--- src/hdl/dec_pkg.sv ---
`default_nettype none

package dec_pkg;

   // predictor hint width, fixed by the predictor format
   localparam int HINT_W = 4;

   // decoded operation class
   typedef enum logic [2:0] {
      OP_ALU     = 3'd0,
      OP_LUI     = 3'd1,
      OP_LOAD    = 3'd2,
      OP_STORE   = 3'd3,
      OP_BRANCH  = 3'd4,
      OP_SYSCALL = 3'd5,
      OP_BREAK   = 3'd6,
      OP_INE     = 3'd7
   } op_class_t;

   // branch unit code
   typedef enum logic [2:0] {
      BRU_NONE = 3'd0,
      BRU_BEQ  = 3'd1,
      BRU_BNE  = 3'd2,
      BRU_B    = 3'd3,
      BRU_BL   = 3'd4,
      BRU_JIRL = 3'd5
   } bru_code_t;

   // LoongArch exccode table subset
   // INT shares code 0, the exception bit tells it apart from no exception
   typedef enum logic [5:0] {
      EXC_INT = 6'h00,
      EXC_SYS = 6'h0b,
      EXC_BRK = 6'h0c,
      EXC_INE = 6'h0d
   } exccode_t;

   localparam exccode_t EXC_NONE = EXC_INT;

   // immediate field kind
   typedef enum logic [1:0] {
      IMM_SI12   = 2'd0,
      IMM_SI20   = 2'd1,
      IMM_OFFS16 = 2'd2,
      IMM_OFFS26 = 2'd3
   } imm_sel_t;

   typedef struct packed {
      op_class_t op_class;
      bru_code_t bru_code;
      logic      gr_wen;
      logic      uses_imm;
      imm_sel_t  imm_sel;
   } dec_op_t;

   // fetch packet payload, 44 bits
   typedef struct packed {
      logic [31:0]       inst;
      logic              br_taken;
      logic              exception;
      logic [5:0]        exccode;
      logic [HINT_W-1:0] hint;
   } fetch_info_t;

   // 3R format, opcode in inst[31:15]
   localparam logic [16:0] OPC_ADD_W   = 17'h00020;
   localparam logic [16:0] OPC_SUB_W   = 17'h00022;
   // code field in inst[14:0], any value
   localparam logic [16:0] OPC_BREAK   = 17'h00054;
   localparam logic [16:0] OPC_SYSCALL = 17'h00056;

   // 2RI12 format, opcode in inst[31:22]
   localparam logic [9:0]  OPC_ADDI_W  = 10'h00a;
   localparam logic [9:0]  OPC_LD_W    = 10'h0a2;
   localparam logic [9:0]  OPC_ST_W    = 10'h0a6;

   // 1RI20 format, opcode in inst[31:25]
   localparam logic [6:0]  OPC_LU12I_W = 7'h0a;

   // branch formats, opcode in inst[31:26]
   localparam logic [5:0]  OPC_JIRL    = 6'h13;
   localparam logic [5:0]  OPC_B       = 6'h14;
   localparam logic [5:0]  OPC_BL      = 6'h15;
   localparam logic [5:0]  OPC_BEQ     = 6'h16;
   localparam logic [5:0]  OPC_BNE     = 6'h17;

   // BL links into r1
   localparam logic [4:0]  LINK_REG    = 5'd1;

endpackage

`default_nettype wire

--- src/hdl/inst_decoder.sv ---
`default_nettype none

module inst_decoder import dec_pkg::*; (
   input  wire [31:0] inst,
   output dec_op_t    op
);

   // major opcode slices for each format
   logic [16:0] op17;
   logic [9:0]  op10;
   logic [6:0]  op7;
   logic [5:0]  op6;

   // one match line per supported instruction
   logic is_add_w;
   logic is_sub_w;
   logic is_addi_w;
   logic is_lu12i_w;
   logic is_ld_w;
   logic is_st_w;
   logic is_beq;
   logic is_bne;
   logic is_b;
   logic is_bl;
   logic is_jirl;
   logic is_syscall;
   logic is_break;

   // class and branch code before the write-enable rule
   op_class_t cls;
   bru_code_t bru;
   logic      uses_imm;
   imm_sel_t  imm_sel;

   assign op17 = inst[31:15];
   assign op10 = inst[31:22];
   assign op7  = inst[31:25];
   assign op6  = inst[31:26];

   // 3R and trap encodings
   assign is_add_w   = (op17 == OPC_ADD_W);
   assign is_sub_w   = (op17 == OPC_SUB_W);
   assign is_syscall = (op17 == OPC_SYSCALL);
   assign is_break   = (op17 == OPC_BREAK);

   // 2RI12 encodings
   assign is_addi_w  = (op10 == OPC_ADDI_W);
   assign is_ld_w    = (op10 == OPC_LD_W);
   assign is_st_w    = (op10 == OPC_ST_W);

   // 1RI20
   assign is_lu12i_w = (op7 == OPC_LU12I_W);

   // branches and jumps
   assign is_jirl    = (op6 == OPC_JIRL);
   assign is_b       = (op6 == OPC_B);
   assign is_bl      = (op6 == OPC_BL);
   assign is_beq     = (op6 == OPC_BEQ);
   assign is_bne     = (op6 == OPC_BNE);

   // encodings are disjoint, so chain order does not matter
   always_comb begin
      // anything unmatched falls through as INE
      cls      = OP_INE;
      bru      = BRU_NONE;
      uses_imm = 1'b0;
      imm_sel  = IMM_SI12;

      if (is_add_w || is_sub_w) begin
         cls = OP_ALU;
      end else if (is_addi_w) begin
         cls      = OP_ALU;
         uses_imm = 1'b1;
      end else if (is_lu12i_w) begin
         cls      = OP_LUI;
         uses_imm = 1'b1;
         imm_sel  = IMM_SI20;
      end else if (is_ld_w) begin
         cls      = OP_LOAD;
         uses_imm = 1'b1;
      end else if (is_st_w) begin
         cls      = OP_STORE;
         uses_imm = 1'b1;
      end else if (is_beq || is_bne) begin
         // conditional branches, offs16
         cls      = OP_BRANCH;
         bru      = is_beq ? BRU_BEQ : BRU_BNE;
         uses_imm = 1'b1;
         imm_sel  = IMM_OFFS16;
      end else if (is_jirl) begin
         // register-relative jump, offs16 as well
         cls      = OP_BRANCH;
         bru      = BRU_JIRL;
         uses_imm = 1'b1;
         imm_sel  = IMM_OFFS16;
      end else if (is_b || is_bl) begin
         // pc-relative, offs26
         cls      = OP_BRANCH;
         bru      = is_bl ? BRU_BL : BRU_B;
         uses_imm = 1'b1;
         imm_sel  = IMM_OFFS26;
      end else if (is_syscall) begin
         cls = OP_SYSCALL;
      end else if (is_break) begin
         cls = OP_BREAK;
      end
   end

   always_comb begin
      op.op_class = cls;
      op.bru_code = bru;
      op.uses_imm = uses_imm;
      op.imm_sel  = imm_sel;
      // writers: alu, lui, load, and the two linking jumps
      op.gr_wen   = (cls == OP_ALU) || (cls == OP_LUI) || (cls == OP_LOAD) ||
                    (bru == BRU_BL) || (bru == BRU_JIRL);
   end

endmodule

`default_nettype wire

--- src/hdl/int_pending.sv ---
`default_nettype none

module int_pending (
   input  wire  clk,
   input  wire  rst,
   input  wire  irq,
   input  wire  int_taken,
   output logic int_except
);

   // sticky request flag
   logic pending;

   // set wins over clear
   // a new irq in the cycle of a take stays for the next instruction
   always_ff @(posedge clk) begin
      if (rst) begin
         pending <= 1'b0;
      end else if (irq) begin
         pending <= 1'b1;
      end else if (int_taken) begin
         pending <= 1'b0;
      end
   end

   // level seen by the stage, attached to the next valid decode
   assign int_except = pending;

endmodule

`default_nettype wire

--- src/hdl/ifu_dec_stage.sv ---
`default_nettype none

module ifu_dec_stage import dec_pkg::*; #(
   parameter int grlen = 32
) (
   input  wire               clk,
   input  wire               rst,
   input  wire               fetch_valid,
   input  wire [grlen-1:0]   fetch_pc,
   input  wire [grlen-3:0]   fetch_br_target,
   input  wire fetch_info_t  fetch_info,
   input  wire               int_except,
   output logic              dec_valid,
   output logic [grlen-1:0]  dec_pc,
   output logic [grlen-3:0]  dec_br_target,
   output fetch_info_t       dec_info,
   output dec_op_t           dec_op,
   output logic              rf_wen,
   output logic [4:0]        rf_target,
   output logic              int_taken
);

   // registered fetch payload, exception fields still raw
   fetch_info_t info_q;

   // decoded trap causes
   logic is_sys;
   logic is_brk;
   logic is_ine;

   // merged result
   logic       exc_any;
   logic [5:0] exc_code;
   logic [4:0] waddr;

   // valid follows fetch every cycle
   always_ff @(posedge clk) begin
      if (rst) begin
         dec_valid <= 1'b0;
      end else begin
         dec_valid <= fetch_valid;
      end
   end

   // payload loads only on a fetch strobe, holds otherwise
   always_ff @(posedge clk) begin
      if (rst) begin
         dec_pc        <= '0;
         dec_br_target <= '0;
         info_q        <= '0;
      end else if (fetch_valid) begin
         dec_pc        <= fetch_pc;
         dec_br_target <= fetch_br_target;
         info_q        <= fetch_info;
      end
   end

   // decode straight off the registered word
   inst_decoder u_inst_decoder (
      .inst (info_q.inst),
      .op   (dec_op)
   );

   assign is_sys = (dec_op.op_class == OP_SYSCALL);
   assign is_brk = (dec_op.op_class == OP_BREAK);
   assign is_ine = (dec_op.op_class == OP_INE);

   // exception bit is the or of every cause
   assign exc_any = int_except | info_q.exception | is_sys | is_brk | is_ine;

   // code by fixed priority: int, fetch, sys, brk, ine
   always_comb begin
      if (int_except) begin
         exc_code = EXC_INT;
      end else if (info_q.exception) begin
         exc_code = info_q.exccode;
      end else if (is_sys) begin
         exc_code = EXC_SYS;
      end else if (is_brk) begin
         exc_code = EXC_BRK;
      end else if (is_ine) begin
         exc_code = EXC_INE;
      end else begin
         exc_code = EXC_NONE;
      end
   end

   // merged exception goes out, not the raw fetch one
   always_comb begin
      dec_info           = info_q;
      dec_info.exception = exc_any;
      dec_info.exccode   = exc_code;
   end

   // faulting instruction never writes
   assign rf_wen = dec_op.gr_wen & dec_valid & ~exc_any;

   // BL links into r1, the rest target rd
   assign waddr     = (dec_op.bru_code == BRU_BL) ? LINK_REG : info_q.inst[4:0];
   assign rf_target = {5{rf_wen}} & waddr;

   // interrupt consumed by this valid instruction
   assign int_taken = dec_valid & int_except;

endmodule

`default_nettype wire

--- src/hdl/ifu_dec_top.sv ---
`default_nettype none

module ifu_dec_top import dec_pkg::*; #(
   parameter int grlen = 32
) (
   input  wire               clk,
   input  wire               rst,
   // fetch side
   input  wire               fetch_valid,
   input  wire [grlen-1:0]   fetch_pc,
   input  wire [grlen-3:0]   fetch_br_target,
   input  wire fetch_info_t  fetch_info,
   // external interrupt pulse
   input  wire               irq,
   // execution side
   output logic              dec_valid,
   output logic [grlen-1:0]  dec_pc,
   output logic [grlen-3:0]  dec_br_target,
   output fetch_info_t       dec_info,
   output dec_op_t           dec_op,
   output logic              rf_wen,
   output logic [4:0]        rf_target
);

   // pending interrupt level and its take pulse
   logic int_except;
   logic int_taken;

   int_pending u_int_pending (
      .clk        (clk),
      .rst        (rst),
      .irq        (irq),
      .int_taken  (int_taken),
      .int_except (int_except)
   );

   // single decode slot, grlen passed down
   ifu_dec_stage #(
      .grlen (grlen)
   ) u_ifu_dec_stage (
      .clk             (clk),
      .rst             (rst),
      .fetch_valid     (fetch_valid),
      .fetch_pc        (fetch_pc),
      .fetch_br_target (fetch_br_target),
      .fetch_info      (fetch_info),
      .int_except      (int_except),
      .dec_valid       (dec_valid),
      .dec_pc          (dec_pc),
      .dec_br_target   (dec_br_target),
      .dec_info        (dec_info),
      .dec_op          (dec_op),
      .rf_wen          (rf_wen),
      .rf_target       (rf_target),
      .int_taken       (int_taken)
   );

endmodule

`default_nettype wire

--- config.mk ---
export PLATFORM = sky130hd
export DESIGN_NAME = ifu_dec_top
export DESIGN_NICKNAME = d
export VERILOG_FILES = /design/src/hdl/dec_pkg.sv /design/src/hdl/inst_decoder.sv /design/src/hdl/int_pending.sv /design/src/hdl/ifu_dec_stage.sv /design/src/hdl/ifu_dec_top.sv
export SDC_FILE = /design/constraint.sdc
export NUM_CORES = 1
export LEC_CHECK = 0
export BUFFER_PORTS_ARGS = -buffer_cell sky130_fd_sc_hd__buf_2
export CAP_MARGIN = 20
export CELL_PAD_IN_SITES_DETAIL_PLACEMENT = 0
export CELL_PAD_IN_SITES_GLOBAL_PLACEMENT = 1
export CORE_MARGIN = 2
export CORE_UTILIZATION = 25
export DETAILED_ROUTE_END_ITERATION = 8
export PLACE_DENSITY = 0.64
export SYNTH_ARGS = -nofsm -noshare
export SYNTH_HDL_FRONTEND = slang
export SYNTH_HIERARCHICAL = 1
export SYNTH_SLANG_ARGS = --single-unit
export TNS_END_PERCENT = 20
--- constraint.sdc ---
create_clock -name clk -period 2.7 [get_ports clk]
set_input_delay 0.135 -clock clk [delete_from_list [all_inputs] [get_ports clk]]
set_output_delay 0.135 -clock clk [all_outputs]
set_load 0.02 [all_outputs]
==> results.md <==
- Status: finished, violations left
- Failing checks: DRC
- WP data required: 2.57 ns
- Pre-CTS setup slack: 0.317 ns
- Num ports: 233
- CTS H-tree lvls: 3
- Routed via count: 3755
- Pwr/cell area: 601 mW/mm^2
- Die area: 0.0196 mm^2
- Async set-reset flop share out of synthesis: 0%
- Final Setup Violations: 0
- Max Clk Rate: 374 MHz
- Worst IR Drop VDD: 0.261 mV
- GR Overflow Total: 0
- CTS tree: built
- Vias in the first global route: 3827
- Largest net degree at the start of global routing: 109
- Chip height: 140 um
- Clk_skew: 0.000107 ns
- Initial Utilization: 25.6%
- Max Cap Violations: 0
- Worst-Margin Slew: 0.751 ns
- Final Hold Viols: 0
- WL final: 12.2 mm
- CTS buffer count: 9
- #FFs+latches synth: 108
- Fin crit share: 99.0%
- Share of cells above drive strength 1: 41.6%
- Post-synthesis cell type count: 38
- Diodes inserted: 0
- Crit Path Class: flop to output port
- Routability congestion estimate: 0.804
- NumNets Final: 763
- EDFF count, synth: 0
- Total core area: 0.0181 mm^2
- Ys flop type: dfxtp_1
- CTS Sinks: 108
- Synthesized area per cell: 9.89 um^2
- Global Route Usage Sum: 12.5%
- Most frequent cells in the layout: buf_2 (229), nor2_1 (118), mux2i_1 (106), dfxtp_1 (106), nand2_1 (11)
- Type of element capturing the critical path: output port
- Starting DRT DRC Count: 158
- RSZ-0062 raised after global routing: true
- First-pass GRT wire length: 19.8 mm
- CP Launch Type: flop
- Initial antenna violation count: 2
- Sequential share of the synthesized area: 46.7%
- Root Driver: clkbuf_16
- Mapped Cells: 468
- Post-Synthesis Net Count: 578
- Pins Over Slew Limit: 0
- Area grow syn2layout: 30.8%
- CP Cell Sequence: or4_4 -> nor3_4 -> nand2_2 -> a21boi_4 -> a21oi_1 -> o21a_2 -> buf_4 -> nand2b_1 -> buf_2
- CP peak stage delay: 0.53 ns
- IO buf count: 232
- DRT antenna net count: 0
- Rows: 49
- Max clock buf depth: 2
- DR vias/cell: 4.23
- Fill count: 1886
- Design Area, Final: 0.00605 mm^2
- Yosys warnings: 6
- Dpl cell area: 0.00567 mm^2
- CP max-delay cell: or4_4
- Min Tclk post-route: 2.67 ns
- Drt first pass iters: 9
- Clk slew on worst S/H paths: 0.08 ns
- Hold/Removal Path Class: input pin to flop
- Critical Path AT: 2.54 ns
- Commonest non-fill, non-tap cell in the layout: buf_2
- Crit-path max FO: 7
- Post-Syn Area: 0.00463 mm^2
- Die width: 140 um
- DR DRC count: 16
- Drt wl/cell: 13.8 um
- Slew HR: 49.8%
- Fin worst setup slack: 0.0280 ns
- Leak Pwr: 0.00313 uW
- Worst-skew pair later-pin latency: 0.34 ns
- HPWL after DPL: 9.01 mm
## area by class of cell
cell class / count / area (um^2) / area share [%]
Sequential cell: 108 / 2160 / 35.8
Tap cell: 229 / 287 / 4.74
Timing Repair Buffer: 242 / 1280 / 21.2
Clock inverter: 7 / 60.1 / 0.993
Clock buffer: 9 / 225 / 3.72
Inverter: 3 / 11.3 / 0.186
Multi-Input combinational cell: 289 / 2020 / 33.4
## power by group
group          switching, uW  internal, uW  leakage, uW
registers               66.0          1690     0.000893
clock network            637           643     0.000136
logic                    342           259      0.00211
total                   1040          2590      0.00313
## per-stage QoR
step | hold slack [ns] | setup TNS [ns] | std cells | utilization, % | power [uW]
finish | 0.0209 | 0 | 887 | 33.5 | 3630
global route | 0.00976 | -0.963 | 887 | 33.5 | 3840
floorplan | 0.197 | -0.159 | 468 | - | 2200
CTS | 0.000909 | -0.0558 | 885 | 33.0 | 3700
global placement | 0.368 | 0 | 868 | 31.3 | 2380
detailed placement | 0.379 | 0 | 868 | 31.3 | 2390
## sequential cells by signal, indices dropped and copies added, names as in the netlist
register	cells
u_ifu_dec_stage/dec_br_target	30
u_int_pending/int_except	1
u_ifu_dec_stage/dec_valid	1
u_ifu_dec_stage/dec_info	37
u_ifu_dec_stage/info_q	7
u_ifu_dec_stage/dec_pc	32
## cells by family (layout without fill, tap and decap cells)
kind of cell	Yosys count	after routing	share of synthesized area, %
simple gates	166	166	17.2
flops	108	108	46.7
mux	106	106	22.9
buf+inv	71	261	10.7
compound gates	15	15	2.14
xor+xnor	2	2	0.379
## Yosys cell counts, types with 2 or more instances
cell type,instances,area [um^2]
nand2b_1,3,18.8
nand2_1,11,41.3
and3b_1,2,17.5
and2_1,2,12.5
nand4b_1,2,17.5
buf_2,4,20.0
nor3b_1,2,15.0
o21a_1,2,15.0
buf_4,47,353
clkbuf_1,11,41.3
nand3_1,2,10.0
buf_6,6,67.6
nand3b_1,3,22.5
nor3_1,3,15.0
dfxtp_1,108,2160
or4_1,2,15.0
nor4b_1,4,35.0
and3_1,2,12.5
inv_1,3,11.3
nor2_1,118,443
a21oi_1,8,40.0
mux2i_1,106,1060
xor2_1,2,17.5
## final timing paths
| check | cells after the start | slack, ns | to | from |
|---|---|---|---|---|
| setup / recovery | 9 | 0.03 | dec_info[10] | u_ifu_dec_stage/dec_info[34] |
| hold / removal | 3 | 0.02 | u_ifu_dec_stage/dec_pc[2] | fetch_pc[2] |
| setup reg to reg | 3 | 1.69 | u_int_pending/int_except | u_int_pending/int_except |
| hold reg to reg | 2 | 0.49 | u_ifu_dec_stage/dec_info[18] | u_ifu_dec_stage/dec_info[18] |
## worst max-delay path: cells and delay by family (launching register included)
| kind | cells | cell delay, ns |
|---|---|---|
| buf+inv | 2 | 0.32 |
| flops | 1 | 0.34 |
| compound gates | 3 | 0.52 |
| simple gates | 4 | 0.99 |
## repair_timing
item	CTS	global route
pin swaps	0	8
endpoints found under the hold margin	1	0
setup buffers	0	1
gates resized for setup	3	9
hold buffers	1	0
setup endpoints to repair	4	8
## per-layer routing
| metal | vias up | part of all wire (%) | GRT usage [%] |
|---|---|---|---|
| met5 | - | 0.22 | 0 |
| met4 | 4 | 1.7 | 4.94 |
| met3 | 14 | 9.5 | 4.27 |
| met2 | 158 | 46 | 20.6 |
| met1 | 1686 | 42 | 15.0 |
| li1 | 1893 | - | - |
No activity file was read; power rests on OpenSTA's default activity.
